**config.mk**
```make
export PLATFORM = sky130hd
export DESIGN_NAME = q2a03
export DESIGN_NICKNAME = d
export VERILOG_FILES = /design/src/verilog/q2a03_pkg.sv /design/src/verilog/bus_arbiter.sv /design/src/verilog/cpu_core.sv /design/src/verilog/oam_dma.sv /design/src/verilog/q2a03.sv
export SDC_FILE = /design/constraint.sdc
export NUM_CORES = 1
export LEC_CHECK = 0
export BUFFER_PORTS_ARGS = -buffer_cell sky130_fd_sc_hd__buf_2
export CELL_PAD_IN_SITES_DETAIL_PLACEMENT = 0
export CELL_PAD_IN_SITES_GLOBAL_PLACEMENT = 1
export CORE_UTILIZATION = 47
export DETAILED_ROUTE_END_ITERATION = 8
export GPL_TIMING_DRIVEN = 0
export PLACE_DENSITY = 0.77
export SETUP_SLACK_MARGIN = 0.15
export SKIP_LAST_GASP = 1
export SLEW_MARGIN = 20
export SYNTH_ARGS = -nofsm -noshare
export SYNTH_HDL_FRONTEND = slang
export SYNTH_SLANG_ARGS = --single-unit
```
**constraint.sdc**
```tcl
create_clock -name G_clock -period 3.2 [get_ports G_clock]
set_input_delay 0.16 -clock G_clock [delete_from_list [all_inputs] [get_ports G_clock]]
set_output_delay 0.16 -clock G_clock [all_outputs]
set_load 0.005 [all_outputs]
```
**src/verilog/q2a03_pkg.sv**
```systemverilog
`default_nettype none

package q2a03_pkg;

  localparam int cycle_divide     = 12;
  localparam int phase_high_start = 6;

  localparam logic [15:0] reset_pc         = 16'hC000;
  localparam logic [15:0] dma_trigger_addr = 16'h4014;
  localparam logic [15:0] dma_target_addr  = 16'h2004;
  localparam int          dma_length       = 256;

  localparam logic [7:0] op_lda_imm = 8'hA9;
  localparam logic [7:0] op_lda_abs = 8'hAD;
  localparam logic [7:0] op_ldx_imm = 8'hA2;
  localparam logic [7:0] op_adc_imm = 8'h69;
  localparam logic [7:0] op_and_imm = 8'h29;
  localparam logic [7:0] op_eor_imm = 8'h49;
  localparam logic [7:0] op_sta_abs = 8'h8D;
  localparam logic [7:0] op_stx_abs = 8'h8E;
  localparam logic [7:0] op_inx     = 8'hE8;
  localparam logic [7:0] op_clc     = 8'h18;
  localparam logic [7:0] op_sec     = 8'h38;
  localparam logic [7:0] op_jmp_abs = 8'h4C;

  localparam int flag_c = 0;
  localparam int flag_z = 1;
  localparam int flag_n = 7;

  // the usual 6502 split of an opcode into aaa bbb cc.
  typedef struct packed {
    logic [2:0] aaa;
    logic [2:0] bbb;   // addressing mode within the group.
    logic [1:0] cc;    // instruction group.
  } opcode_fields_t;

  typedef union packed {
    logic [7:0]     whole;
    opcode_fields_t field;
  } opcode_t;

endpackage

`default_nettype wire
```
**src/verilog/bus_arbiter.sv**
```systemverilog
`default_nettype none

module bus_arbiter import q2a03_pkg::*;
(
  input  wire         G_clock,
  input  wire         G_reset,
  input  wire         halt,
  input  wire  [15:0] core_addr,
  input  wire  [7:0]  core_wr_data,
  input  wire         core_rdwr,
  input  wire         core_sync,
  input  wire  [15:0] dma_addr,
  input  wire  [7:0]  dma_wr_data,
  input  wire         dma_rdwr,
  output logic        core_step,
  output logic        dma_step,
  output logic        G_phy2,
  output logic [15:0] G_addr,
  output logic [7:0]  G_wr_data,
  output logic        G_rdwr,
  output logic        G_sync
);

  logic [3:0] count;
  logic       step;

  // the last tick of a bus cycle, so state moves as phy2 falls.
  assign step = (count == 4'(cycle_divide - 1));

  always_ff @(posedge G_clock or negedge G_reset)
  begin
    if (!G_reset)
      count <= 4'd0;
    else if (step)
      count <= 4'd0;
    else
      count <= count + 4'd1;
  end

  assign G_phy2 = (count >= 4'(phase_high_start));

  assign core_step = step && !halt;   // a halted core keeps its state.
  assign dma_step  = step;

  assign G_addr    = halt ? dma_addr : core_addr;
  assign G_wr_data = halt ? dma_wr_data : core_wr_data;
  assign G_rdwr    = halt ? dma_rdwr : core_rdwr;

  // The frozen core may sit on its fetch cycle, which is not a real fetch.
  assign G_sync = core_sync && !halt;

endmodule

`default_nettype wire

```
**src/verilog/cpu_core.sv**
```systemverilog
`default_nettype none

module cpu_core import q2a03_pkg::*;
(
  input  wire         G_clock,
  input  wire         G_reset,
  input  wire         step,
  input  wire  [7:0]  rd_data,
  output logic [15:0] addr,
  output logic [7:0]  wr_data,
  output logic        rdwr,
  output logic        sync
);

  logic [2:0]  curr_cycle;
  logic [2:0]  next_cycle;
  logic [7:0]  curr_a;
  logic [7:0]  next_a;
  logic [7:0]  curr_x;
  logic [7:0]  next_x;
  logic [7:0]  curr_p;
  logic [7:0]  next_p;
  logic [15:0] curr_pc;
  logic [15:0] next_pc;
  opcode_t     curr_ir;
  opcode_t     next_ir;
  logic [7:0]  curr_adl;
  logic [7:0]  next_adl;
  logic [7:0]  curr_adh;
  logic [7:0]  next_adh;

  logic        is_lda;
  logic        is_ldx;
  logic        is_adc;
  logic        is_and;
  logic        is_eor;
  logic        is_sta;
  logic        is_stx;
  logic        is_inx;
  logic        is_clc;
  logic        is_sec;
  logic        is_jmp;
  logic        uses_operand;
  logic        abs_mode;
  logic        imm_mode;
  logic [8:0]  sum;
  logic        nz_update;
  logic [7:0]  nz_value;

  assign is_lda = (curr_ir.whole == op_lda_imm) || (curr_ir.whole == op_lda_abs);
  assign is_ldx = (curr_ir.whole == op_ldx_imm);
  assign is_adc = (curr_ir.whole == op_adc_imm);
  assign is_and = (curr_ir.whole == op_and_imm);
  assign is_eor = (curr_ir.whole == op_eor_imm);
  assign is_sta = (curr_ir.whole == op_sta_abs);
  assign is_stx = (curr_ir.whole == op_stx_abs);
  assign is_inx = (curr_ir.whole == op_inx);
  assign is_clc = (curr_ir.whole == op_clc);
  assign is_sec = (curr_ir.whole == op_sec);
  assign is_jmp = (curr_ir.whole == op_jmp_abs);

  assign uses_operand = is_lda || is_ldx || is_adc || is_and || is_eor;

  // bbb of 011 is absolute in every group, the other modes depend on cc.
  assign abs_mode = (curr_ir.field.bbb == 3'b011) && (is_lda || is_sta || is_stx || is_jmp);
  assign imm_mode = ((curr_ir.field.cc == 2'b01) && (curr_ir.field.bbb == 3'b010)) ||
                    ((curr_ir.field.cc == 2'b10) && (curr_ir.field.bbb == 3'b000));

  assign sum = {1'b0, curr_a} + {1'b0, rd_data} + {8'd0, curr_p[flag_c]};

  assign sync    = (curr_cycle == 3'd0);
  assign addr    = (curr_cycle == 3'd3) ? {curr_adh, curr_adl} : curr_pc;
  assign rdwr    = ~((curr_cycle == 3'd3) && (is_sta || is_stx));
  assign wr_data = is_stx ? curr_x : curr_a;

  always_comb
  begin
    next_cycle = curr_cycle;
    next_a     = curr_a;
    next_x     = curr_x;
    next_p     = curr_p;
    next_pc    = curr_pc;
    next_ir    = curr_ir;
    next_adl   = curr_adl;
    next_adh   = curr_adh;
    nz_update  = 1'b0;
    nz_value   = rd_data;
    case (curr_cycle)
      3'd0:
      begin
        next_ir.whole = rd_data;       // opcode fetch.
        next_pc       = curr_pc + 16'd1;
        next_cycle    = 3'd1;
      end
      3'd1:
      begin
        if (abs_mode)
        begin
          next_adl   = rd_data;
          next_pc    = curr_pc + 16'd1;
          next_cycle = 3'd2;
        end
        else
        begin
          next_cycle = 3'd0;
          // unknown opcodes fall through here as a two cycle nop.
          if (imm_mode && uses_operand)
          begin
            next_pc   = curr_pc + 16'd1;
            nz_update = 1'b1;
          end
          if (imm_mode && is_lda)
            next_a = rd_data;
          if (is_ldx)
            next_x = rd_data;
          if (is_adc)
          begin
            next_a         = sum[7:0];
            next_p[flag_c] = sum[8];
            nz_value       = sum[7:0];
          end
          if (is_and)
          begin
            next_a   = curr_a & rd_data;
            nz_value = curr_a & rd_data;
          end
          if (is_eor)
          begin
            next_a   = curr_a ^ rd_data;
            nz_value = curr_a ^ rd_data;
          end
          if (is_inx)
          begin
            next_x    = curr_x + 8'd1;
            nz_value  = curr_x + 8'd1;
            nz_update = 1'b1;
          end
          if (is_clc)
            next_p[flag_c] = 1'b0;
          if (is_sec)
            next_p[flag_c] = 1'b1;
        end
      end
      3'd2:
      begin
        if (is_jmp)
        begin
          next_pc    = {rd_data, curr_adl};
          next_cycle = 3'd0;
        end
        else
        begin
          next_adh   = rd_data;
          next_pc    = curr_pc + 16'd1;
          next_cycle = 3'd3;
        end
      end
      3'd3:
      begin
        if (is_lda)
        begin
          next_a    = rd_data;
          nz_update = 1'b1;
        end
        next_cycle = 3'd0;
      end
      default:
        next_cycle = 3'd0;            // leave the idle state after reset.
    endcase
    if (nz_update)
    begin
      next_p[flag_z] = (nz_value == 8'd0);
      next_p[flag_n] = nz_value[7];
    end
  end

  always_ff @(posedge G_clock or negedge G_reset)
  begin
    if (!G_reset)
    begin
      curr_cycle    <= 3'b111;
      curr_a        <= 8'd0;
      curr_x        <= 8'd0;
      curr_p        <= 8'd0;
      curr_pc       <= reset_pc;
      curr_ir.whole <= 8'd0;
    end
    else if (step)
    begin
      curr_cycle <= next_cycle;
      curr_a     <= next_a;
      curr_x     <= next_x;
      curr_p     <= next_p;
      curr_pc    <= next_pc;
      curr_ir    <= next_ir;
    end
  end

  always_ff @(posedge G_clock)
  begin
    if (step)
    begin
      curr_adl <= next_adl;
      curr_adh <= next_adh;
    end
  end

endmodule

`default_nettype wire

```
**src/verilog/oam_dma.sv**
```systemverilog
`default_nettype none

module oam_dma import q2a03_pkg::*;
(
  input  wire         G_clock,
  input  wire         G_reset,
  input  wire         step,
  input  wire  [15:0] bus_addr,
  input  wire  [7:0]  bus_wr_data,
  input  wire         bus_rdwr,
  input  wire  [7:0]  rd_data,
  output logic        halt,
  output logic [15:0] dma_addr,
  output logic [7:0]  dma_wr_data,
  output logic        dma_rdwr
);

  logic [7:0] page;
  logic [7:0] index;
  logic       write_phase;
  logic       trigger;
  logic       last_write;

  assign trigger    = !halt && !bus_rdwr && (bus_addr == dma_trigger_addr);
  assign last_write = write_phase && (index == 8'(dma_length - 1));

  // reads come from the page, writes all go to the sprite data port.
  assign dma_addr = write_phase ? dma_target_addr : {page, index};
  assign dma_rdwr = ~write_phase;

  always_ff @(posedge G_clock or negedge G_reset)
  begin
    if (!G_reset)
    begin
      halt        <= 1'b0;
      index       <= 8'd0;
      write_phase <= 1'b0;
    end
    else if (step)
    begin
      if (trigger)
      begin
        halt        <= 1'b1;   // the core stops from the next bus cycle.
        index       <= 8'd0;
        write_phase <= 1'b0;
      end
      else if (halt)
      begin
        write_phase <= ~write_phase;
        if (write_phase)
          index <= index + 8'd1;
        if (last_write)
          halt <= 1'b0;
      end
    end
  end

  always_ff @(posedge G_clock)
  begin
    if (step)
    begin
      if (trigger)
        page <= bus_wr_data;
      if (halt && !write_phase)
        dma_wr_data <= rd_data;   // held for the write that follows.
    end
  end

endmodule

`default_nettype wire

```
**src/verilog/q2a03.sv**
```systemverilog
`default_nettype none

module q2a03
(
  input  wire        G_clock,
  input  wire        G_reset,
  input  wire [7:0]  G_rd_data,
  output wire [15:0] G_addr,
  output wire [7:0]  G_wr_data,
  output wire        G_rdwr,
  output wire        G_sync,
  output wire        G_phy2
);

  wire        core_step;
  wire        dma_step;
  wire        halt;
  wire [15:0] core_addr;
  wire [7:0]  core_wr_data;
  wire        core_rdwr;
  wire        core_sync;
  wire [15:0] dma_addr;
  wire [7:0]  dma_wr_data;
  wire        dma_rdwr;

  cpu_core u_cpu_core
  (
    .G_clock (G_clock),
    .G_reset (G_reset),
    .step    (core_step),
    .rd_data (G_rd_data),
    .addr    (core_addr),
    .wr_data (core_wr_data),
    .rdwr    (core_rdwr),
    .sync    (core_sync)
  );

  // the DMA unit watches the shared bus for the trigger write.
  oam_dma u_oam_dma
  (
    .G_clock     (G_clock),
    .G_reset     (G_reset),
    .step        (dma_step),
    .bus_addr    (G_addr),
    .bus_wr_data (G_wr_data),
    .bus_rdwr    (G_rdwr),
    .rd_data     (G_rd_data),
    .halt        (halt),
    .dma_addr    (dma_addr),
    .dma_wr_data (dma_wr_data),
    .dma_rdwr    (dma_rdwr)
  );

  bus_arbiter u_bus_arbiter
  (
    .G_clock      (G_clock),
    .G_reset      (G_reset),
    .halt         (halt),
    .core_addr    (core_addr),
    .core_wr_data (core_wr_data),
    .core_rdwr    (core_rdwr),
    .core_sync    (core_sync),
    .dma_addr     (dma_addr),
    .dma_wr_data  (dma_wr_data),
    .dma_rdwr     (dma_rdwr),
    .core_step    (core_step),
    .dma_step     (dma_step),
    .G_phy2       (G_phy2),
    .G_addr       (G_addr),
    .G_wr_data    (G_wr_data),
    .G_rdwr       (G_rdwr),
    .G_sync       (G_sync)
  );

endmodule

`default_nettype wire

```
# Word-level counts from Yosys, hierarchy flattened
# Index checks and enable logic that the tools add are counted.
# W data, S select, Z words.
# word_totals
out_inout_bits	27
inputBits	10
word_cells	131
ram_bits	0
regBits	90
latchBits	0
mem_bits_ro	0
n_memories	0
# op_classes
reduce_logical	44
n_shift	0
add_sub_neg	6
mul	0
magnitude_cmp	1
n_bitwise	6
eq_ne	26
mux	34
div	0
# ops
operator	n
$mux W8	13
$mux W16	6
$eq A8 B8 Y1 const B	7
$pmux W16 S3	1
$eq A8 B7 Y1 const B	3
$add A16 B1 Y16 const B	1
$add A8 B1 Y8 const B	2
$eq A16 B15 Y1 const B	1
$eq A8 B6 Y1 const B	2
$pmux W8 S2	1
$eq A3 B2 Y1 const B	4
$logic_and A1 B1 Y1	12
$reduce_and A3 Y1	4
$logic_or A1 B1 Y1	10
$add A8 B8 Y9	1
$add A9 B1 Y9	1
$mux W1	9
$pmux W3 S3	1
$and A8 B8 Y8	1
$eq A8 B5 Y1 const B	1
$reduce_and A2 Y1	4
$reduce_and A4 Y1	2
$reduce_bool A2 Y1	4
$xor A8 B8 Y8	1
other kinds (17)	25

# Depth between registers and ports, before layout
# Gate-level depths: netlist of the first run.
# depth
word_depth	10
mapped_depth	10
depth_no_buf	10

# Hierarchy
# Synthesis of the first run repeated with hierarchy kept, for this count alone.
# unflattened
hier_cells	578
hier_area_um2	5740.5
# by_module_without_submodules
mod	area_per_inst_um2	instances	cells_per_inst
cpu_core	3973.8	1	431
oam_dma	1153.6	1	98
bus_arbiter	613.1	1	49

# Least setup slack after synthesis of the first run
# No wires, ideal clock.
# synth_timing
kind	reg2reg
start	register u_cpu_core.curr_cycle[0]
end	register u_oam_dma.page[0], enable pin
required_ns	2.830
setup_time_ns	0.370
setup_slack_ns	0.399
arrival_ns	2.431
synth_period_minus_slack_ns	2.801
path_stages_with_launch	7
path_buffers	1
path_cell_list	dfstp_2 -> buf_4 -> nand3b_1 -> or4_1 -> or4_1 -> or4b_4 -> nor2_1
# synth_via
elab_chain_cells	8
elab_cells_between_ends	11
cone_classes	eq/ne: 2; mux: 3; bitwise: 1; reduce/logical: 5
# synth_rtl
element	line_no	rtl
start, declared	cpu_core.sv:15	logic [2:0] curr_cycle;
start signal, assigned	cpu_core.sv:190	curr_cycle <= next_cycle;
$eq A3 B2 Y1 (*)	cpu_core.sv:72, cpu_core.sv:73	
parallel branches: the longest is 5 deep, another holds $mux W16	--	
$logic_and A1 B1 Y1 (*)	oam_dma.sv:24	assign trigger = !halt && !bus_rdwr && (bus_addr == dma_trigger_addr);
$reduce_and A2 Y1 (no line) (*)	--	
end signal, assigned	oam_dma.sv:63	page <= bus_wr_data;
end, declared	oam_dma.sv:18	logic [7:0] page;
# Mark *: on every way between the ends.
# A chain may end at the register's enable or synchronous reset.

# Final worst setup path of the first run
# layout_timing
start	register u_cpu_core.curr_cycle[2]
end	output G_addr[6]
# layout_via
elab_chain_cells	3
# layout_rtl
element	line_no	rtl
$eq A3 B2 Y1	cpu_core.sv:72	assign addr = (curr_cycle == 3'd3) ? {curr_adh, curr_adl} : curr_pc;
$mux W16	cpu_core.sv:72	
$mux W16	bus_arbiter.sv:45	assign G_addr = halt ? dma_addr : core_addr;
end, declared	q2a03.sv:8	output wire [15:0] G_addr,
# No other way between the ends.

==> results of run 1 <==
-- layout make-up --
type	count	share of cell area, %
inverter	17	1.028
buffer	30	2.218
sequential	90	38.97
tap	143	2.883
clock buffer	9	3.629
timing repair buffer	37	3.105
clock inverter	7	1.129
multi-input combinational	466	47.04
-- metrics by stage --
step / setup slack, ns / instance area, um2 / std cells / total power (W)
3_5_place_dp: 0.08915 / 5882 / 782 / 0.001393
4_1_cts: 0.2739 / 6190 / 799 / 0.002449
6_report: 0.3558 / 6206 / 799 / 0.002430
5_1_grt: 0.2018 / 6206 / 799 / 0.002501
2_1_floorplan: 0.3988 / 5515 / 603 / 0.001320
3_3_place_gp: 0.1141 / 5874 / 782 / 0.001388
-- power groups by stage --
stage | Clock, W | Sequential, W | Combinational, W
after detailed placement | 0 | 0.00124 | 0.000155
after CTS | 0.00108 | 0.00121 | 0.000157
final | 0.00106 | 0.00121 | 0.000156
after global placement | 0 | 0.00124 | 0.000150
after floorplan | 0 | 0.00123 | 0.0000861
after global routing | 0.00111 | 0.00122 | 0.000175
-- registers in the layout (all words and copies together) (netlist names), 3 cells and up --
signal                 cells
u_cpu_core.curr_adh        8
u_cpu_core.curr_cycle      3
u_oam_dma.dma_wr_data      8
u_cpu_core.curr_a          8
u_cpu_core.curr_pc        16
u_oam_dma.index            8
u_bus_arbiter.count        4
u_oam_dma.page             8
u_cpu_core.curr_x          8
u_cpu_core.curr_ir         8
u_cpu_core.curr_adl        8
-- Yosys cell counts, drive strengths merged (3+ instances only) --
library cell   n  area share (%)
nand2         65             4.4
o21ai         61             5.5
dfrtp         53              24
a21oi         49             4.4
nor2          48             3.3
edfxtp        32              17
mux2i         28             5.1
nand3         26             2.4
nor3          21             2.0
nand2b        18             2.0
inv           17             1.2
buf           16             1.5
clkbuf        14            0.95
ha            13             2.9
o22ai         13             1.5
a211oi        11             1.5
mux2           9             1.8
and3           7            0.79
a21o           6            0.82
a31oi          5            0.57
dfstp          5             2.4
or4            5            0.68
a2111oi        4            0.75
and3b          4            0.64
nand4          4            0.45
nor4           4            0.45
o31a           4            0.64
or3            4            0.45
a22o           3            0.48
a22oi          3            0.41
nand3b         3            0.41
nor2b          3            0.34
nor4b          3            0.59
o21a           3            0.41
or2            3            0.34
-- logic make-up after synthesis --
group	after synthesis	share of synthesized area (%)
xor gates and xnor gates	4	0.6353
adders and majority gates	15	3.675
and+or+nand+nor	228	20.89
DFF	90	43.85
AOI/OAI and AO/OA	182	20.37
buffers and inverters	47	3.652
muxes	37	6.919
-- worst reg2reg max path, stage by stage (launching register included) --
cell,delay (ns)
dfrtp_1,0.48
and2b_1,0.32
o2111ai_2,0.24
or4_1,0.57
or4b_4,0.58
nor2_4,0.28
-- routing by layer --
metal | global-route usage (%) | up-vias | wire, um
met1 | 39.93 | 2459 | 7652
li1 | - | 2338 | -
met4 | 10.06 | 0 | 352
met3 | 4.409 | 28 | 736
met2 | 46.14 | 148 | 7750
met5 | 0 | - | 0
-- timing repair --
| item | CTS | global route |
|---|---|---|
| resized for setup | 1 | 3 |
| endpoints found under the hold margin | 53 | 0 |
| setup endpoints to repair | 8 | 17 |
| hold buffers | 1 | 0 |
-- worst max path at each step --
stage,from,endpoint,slack (ns)
floorplan,u_cpu_core.curr_cycle[0],u_oam_dma.page[0],0.40
global placement,u_cpu_core.curr_cycle[0],u_oam_dma.page[2],0.11
detailed placement,u_cpu_core.curr_ir[0],u_oam_dma.page[2],0.09
CTS,u_cpu_core.curr_cycle[2],u_oam_dma.page[0],0.27
global route,u_cpu_core.curr_ir[7],u_cpu_core.curr_a[5],0.20
finish,u_cpu_core.curr_cycle[2],G_addr[6],0.36
==> results.sh, run 1 <==
export IMPL_crit_required_ns=3.04
export IMPL_yosys_warnings=0
export IMPL_num_antenna_cells=0
export IMPL_cts_tree="yes"
export IMPL_synth_fp_nets=628
export IMPL_path_class="reg2out"
export IMPL_first_pass_iters=5
export IMPL_ant_nets=0
export IMPL_cts_setup_buffers=0
export IMPL_setup_viol=0
export IMPL_htree_levels=3
export IMPL_cp_slowest_cell="buf_1"
export IMPL_p_leak_nw=2.535
export IMPL_cp_end_kind="output pin"
export IMPL_path_clk_slew_ns=0.07
export IMPL_layout_commonest_cell="nand2_1"
export IMPL_critical_path_top_delay_family="buffers and inverters"
export IMPL_outcome="completed"
export IMPL_tns_ns=0
export IMPL_root_buffer="clkbuf_16"
export IMPL_relSlewSlack_pct=31.33
export IMPL_fillers=1086
export IMPL_crit_cells=6
export IMPL_syn_avg_cell_area_um2=9.146
export IMPL_grt_pass1_wl_um=25700
export IMPL_r2r_start="u_cpu_core.curr_ir[0]"
export IMPL_slowest_delay_ns=0.68
export IMPL_syn_area_um2=5515
export IMPL_synth_edf_count=32
export IMPL_mostFrequentLayoutCells="65 x nand2_1, 57 x o21ai_0, 53 x dfrtp_1, 49 x a21oi_1"
export IMPL_place_gp_congestion=0.8910
export IMPL_start_kind="flop"
export IMPL_cts_made_buffers=9
export IMPL_cts_path_max_buffers=2
export IMPL_worst_r2r_path_depth=5
export IMPL_synthCells=603
export IMPL_grt_pass1_vias=4697
export IMPL_drv_slew=0
export IMPL_rows=39
export IMPL_crit_buf_inv=3
export IMPL_p_clk_share_pct=43.6
export IMPL_ys_async_sr_fraction_pct=64.44
export IMPL_worstHoldStart="G_rd_data[0]"
export IMPL_timing_rr_end="u_oam_dma.page[3]"
export IMPL_grt_max_degree=59
export IMPL_r2r_slack_ns=0.42
export IMPL_final_util_pct=54.35
export IMPL_holdWs_ns=0.1749
export IMPL_fin_nets=676
export IMPL_via_per_inst=6.224
export IMPL_io_buffer_count=36
export IMPL_holdPathEnd="u_cpu_core.curr_adl[0]"
export IMPL_io_pins=37
export IMPL_p_sw_share_pct=25.81
export IMPL_drt_total_wl_um=16490
export IMPL_whs_path_depth=1
export IMPL_drive_gt1_share_pct=14.48
export IMPL_drc=0
export IMPL_crit_path_max_fanout=10
export IMPL_period_needed_ns=2.844
export IMPL_clock_latency_ns=0.35
export IMPL_core_area_um2=11420
export IMPL_crit_chain="nand3b_1 > buf_2 > buf_1 > mux2i_1 > o22ai_1 > buf_2"
export IMPL_p_per_area_nw_per_um2=391.6
export IMPL_min_period_over_period_pct=88.88
export IMPL_ys_ff_latch=90
export IMPL_die_x_um=110.3
export IMPL_maxCapViolations=0
export IMPL_area_growth_pct=12.52
export IMPL_multiInputGateArea_um2=2919
export IMPL_regArea_um2=2419
export IMPL_track_usage_pct=28.91
export IMPL_initial_core_util_pct=48.30
export IMPL_seqPwrFrac_pct=50.0
export IMPL_num_vias=4973
export IMPL_p_int_w=0.001803
export IMPL_clock_sinks=90
export IMPL_drt_initial_drc_count=405
export IMPL_fmax_mhz=351.6
export IMPL_p_sw_w=0.0006271
export IMPL_antenna_found_initial=0
export IMPL_synth_top_flop_cell="dfrtp_1"
export IMPL_critical_path_arrival_ns=2.68
export IMPL_irDropWorstVdd_v=0.0003295
export IMPL_fp_dieH_um=110.3
export IMPL_wl_per_cell_um=20.64
export IMPL_grt_overflow=0
export IMPL_place_detailed_hpwl_um=12060
export IMPL_rsz0062_at_grt="no"
export IMPL_ys_types=67
export IMPL_worst_path_most_repeated_cell="buf_2"
export IMPL_seq_area_frac_synth_pct=43.85
export IMPL_hold_viol_final=0
export IMPL_combPwrFrac_pct=6.4
export IMPL_tightest_slew_ns=1.021
export IMPL_hp_class="in2reg"
export IMPL_dieArea_um2=12170
export IMPL_fin_skew_ns=0.01033
Note: power is estimated with default switching activity, not from simulation.
==> inputs of run 2 (changes only) <==
--- a/config.mk
+++ b/config.mk
@@ -8,10 +8,10 @@
 export BUFFER_PORTS_ARGS = -buffer_cell sky130_fd_sc_hd__buf_2
 export CELL_PAD_IN_SITES_DETAIL_PLACEMENT = 0
 export CELL_PAD_IN_SITES_GLOBAL_PLACEMENT = 1
-export CORE_UTILIZATION = 47
+export CORE_UTILIZATION = 51
 export DETAILED_ROUTE_END_ITERATION = 8
 export GPL_TIMING_DRIVEN = 0
-export PLACE_DENSITY = 0.77
+export PLACE_DENSITY = 0.83
 export SETUP_SLACK_MARGIN = 0.15
 export SKIP_LAST_GASP = 1
 export SLEW_MARGIN = 20
==> constraint.sdc (replaced) <==
create_clock -name G_clock -period 3.5 [get_ports G_clock]
set_input_delay 0.175 -clock G_clock [delete_from_list [all_inputs] [get_ports G_clock]]
set_output_delay 0.175 -clock G_clock [all_outputs]
set_load 0.005 [all_outputs]
==> run 2 against run 1 <==
Die area fell by 7.7%. Critical path depth did not move. Clock power fell by 17%. First-iteration DRC count fell by 33%. Design area fell by 0.95%. Worst setup slack got worse by 0.028 ns. Non-clock buffer count rose by 1. Sequential share of layout area rose by 0.37 points. Flip-flop and latch count did not move. Critical endpoint is now u_oam_dma.page[2]. Power fell by 12%. Combinational power fell by 8%. Hold slack got worse by 0.0048 ns. Highest routed layer unchanged.
==> results.sh, run 2 (synthesized netlist as in run 1, its figures left out) <==
export IMPL_min_period_over_period_pct=90.62
export IMPL_htree_levels=3
export IMPL_path_clk_slew_ns=0.09
export IMPL_drv_slew=0
export IMPL_largest_register="u_cpu_core.curr_pc"
export IMPL_cp_end_kind="flop"
export IMPL_die_x_um=106.0
export IMPL_io_pins=37
export IMPL_seqPwrFrac_pct=52.1
export IMPL_drt_initial_drc_count=270
export IMPL_p_sw_w=0.0004835
export IMPL_drc=0
export IMPL_maxCapViolations=0
export IMPL_cts_tree="yes"
export IMPL_tightest_slew_ns=0.8988
export IMPL_num_antenna_cells=0
export IMPL_grt_overflow=0
export IMPL_drt_total_wl_um=15880
export IMPL_finalInstanceArea_um2=6147
export IMPL_r2r_slack_ns=0.33
export IMPL_p_leak_nw=2.530
export IMPL_root_buffer="clkbuf_8"
export IMPL_mostFrequentLayoutCells="65 x nand2_1, 57 x o21ai_0, 53 x dfrtp_1, 49 x a21oi_1, 47 x nor2_1"
export IMPL_area_growth_pct=11.46
export IMPL_first_pass_iters=5
export IMPL_hp_class="in2reg"
export IMPL_antenna_found_initial=0
export IMPL_io_buffer_count=36
export IMPL_combPwrFrac_pct=6.7
export IMPL_relSlewSlack_pct=39.97
export IMPL_wl_per_cell_um=20.02
export IMPL_p_clk_share_pct=41.2
export IMPL_core_area_um2=10420
export IMPL_rsz0062_at_grt="no"
export IMPL_clock_sinks=90
export IMPL_start_kind="flop"
export IMPL_fin_skew_ns=0.01010
export IMPL_p_per_area_nw_per_um2=346.5
export IMPL_drive_gt1_share_pct=14.00
export IMPL_clock_latency_ns=0.37
export IMPL_place_ws_ns=0.3387
export IMPL_setup_ws_ns=0.3283
export IMPL_grt_pass1_wl_um=25310
export IMPL_path_class="reg2reg"
export IMPL_hold_viol_final=0
export IMPL_crit_path_max_fanout=8
export IMPL_period_needed_ns=3.172
export IMPL_cts_made_buffers=9
export IMPL_initial_core_util_pct=52.95
export IMPL_cts_path_max_buffers=2
export IMPL_dieArea_um2=11230
export IMPL_track_usage_pct=29.92
export IMPL_largest_reg_flops=16
export IMPL_dpl_cell_area_um2=5893
export IMPL_cts_setup_buffers=0
export IMPL_p_int_w=0.001646
export IMPL_grt_max_degree=33
export IMPL_num_vias=4967
export IMPL_place_detailed_hpwl_um=11890
export IMPL_critical_path_arrival_ns=3.17
export IMPL_p_sw_share_pct=22.70
export IMPL_place_gp_congestion=0.8812
export IMPL_outcome="completed"
export IMPL_rows=37
export IMPL_fmax_mhz=315.3
export IMPL_fin_nets=677
export IMPL_crit_required_ns=3.50
export IMPL_via_per_inst=6.264
export IMPL_irDropWorstVdd_v=0.0001850
export IMPL_tns_ns=0
export IMPL_grt_pass1_vias=4688
export IMPL_layout_commonest_cell="nand2_1"
export IMPL_ant_nets=0
export IMPL_fp_dieH_um=106.0
export IMPL_setup_viol=0
## run 2: changes by cell type in the layout (fill, tap and decap cells not counted), moves of 2 or more
cell / previous run / this run
clkbuf_8: 0 / 10
clkbuf_16: 9 / 0
bufinv_16: 0 / 3
clkinvlp_4: 3 / 0
clkbuf_1: 14 / 16
inv_8: 2 / 0
## run 2: area by class of cell
cell class / instances / area, um2
flip-flops and latches: 90 / 2419
repair buffers: 38 / 212.7
inverters: 17 / 63.81
clock inverters: 4 / 98.84
plain buffers: 30 / 137.6
fillers: 944 / 4269
clock buffers: 12 / 145.1
well taps: 136 / 170.2
multi-input cells: 466 / 2900
## run 2: metal layers
layer	global-route usage (%)	share of wire [%]	vias to the layer above
li1	-	-	2344
met1	38.63	42	2415
met2	49.16	48	168
met3	3.679	5.3	40
met4	16.17	4.3	0
met5	0	0	-
## run 2: worst paths after layout
kind	cells after the start	end	from
max	6	u_oam_dma.page[2]	u_cpu_core.curr_ir[4]
min	1	u_cpu_core.curr_adl[0]	G_rd_data[0]
max reg2reg	6	u_oam_dma.page[2]	u_cpu_core.curr_ir[4]
min reg2reg	1	u_bus_arbiter.count[0]	u_bus_arbiter.count[0]
max in group asynchronous	3	u_cpu_core.curr_cycle[0]	G_reset
min in group asynchronous	2	u_cpu_core.curr_pc[1]	G_reset
## run 2: power groups by stage
stage | registers, W | clock network [W] | logic [W]
finish | 0.00111 | 0.000878 | 0.000143
global placement | 0.00113 | 0 | 0.000136
global route | 0.00111 | 0.000925 | 0.000160
detailed placement | 0.00113 | 0 | 0.000141
CTS | 0.00111 | 0.000889 | 0.000143
floorplan | 0.00113 | 0 | 0.0000787
## run 2: through the flow
stage / util, % / power (W) / hold WS (ns) / instances
floorplan: - / 0.001207 / -0.1206 / 603
global placement: 56.31 / 0.001266 / 0.4768 / 775
detailed placement: 56.58 / 0.001273 / 0.1326 / 776
CTS: 59.01 / 0.002141 / 0.1541 / 793
global route: 59.01 / 0.002196 / 0.1582 / 793
finish: 59.01 / 0.002130 / 0.1700 / 793
## run 2: worst max-delay path, cell delays in order, from the launching register on
cell and delay, ns:
dfrtp_1 0.46, and3b_1 0.24, buf_4 0.13, o2111ai_2 0.20, or4_1 0.57, or4b_4 0.55
nor2_1 0.64
## run 2: repair_timing
| item | CTS | global route |
|---|---|---|
| hold buffers | 1 | 0 |
| resized for setup | 0 | 0 |
| endpoints found under the hold margin | 24 | 0 |
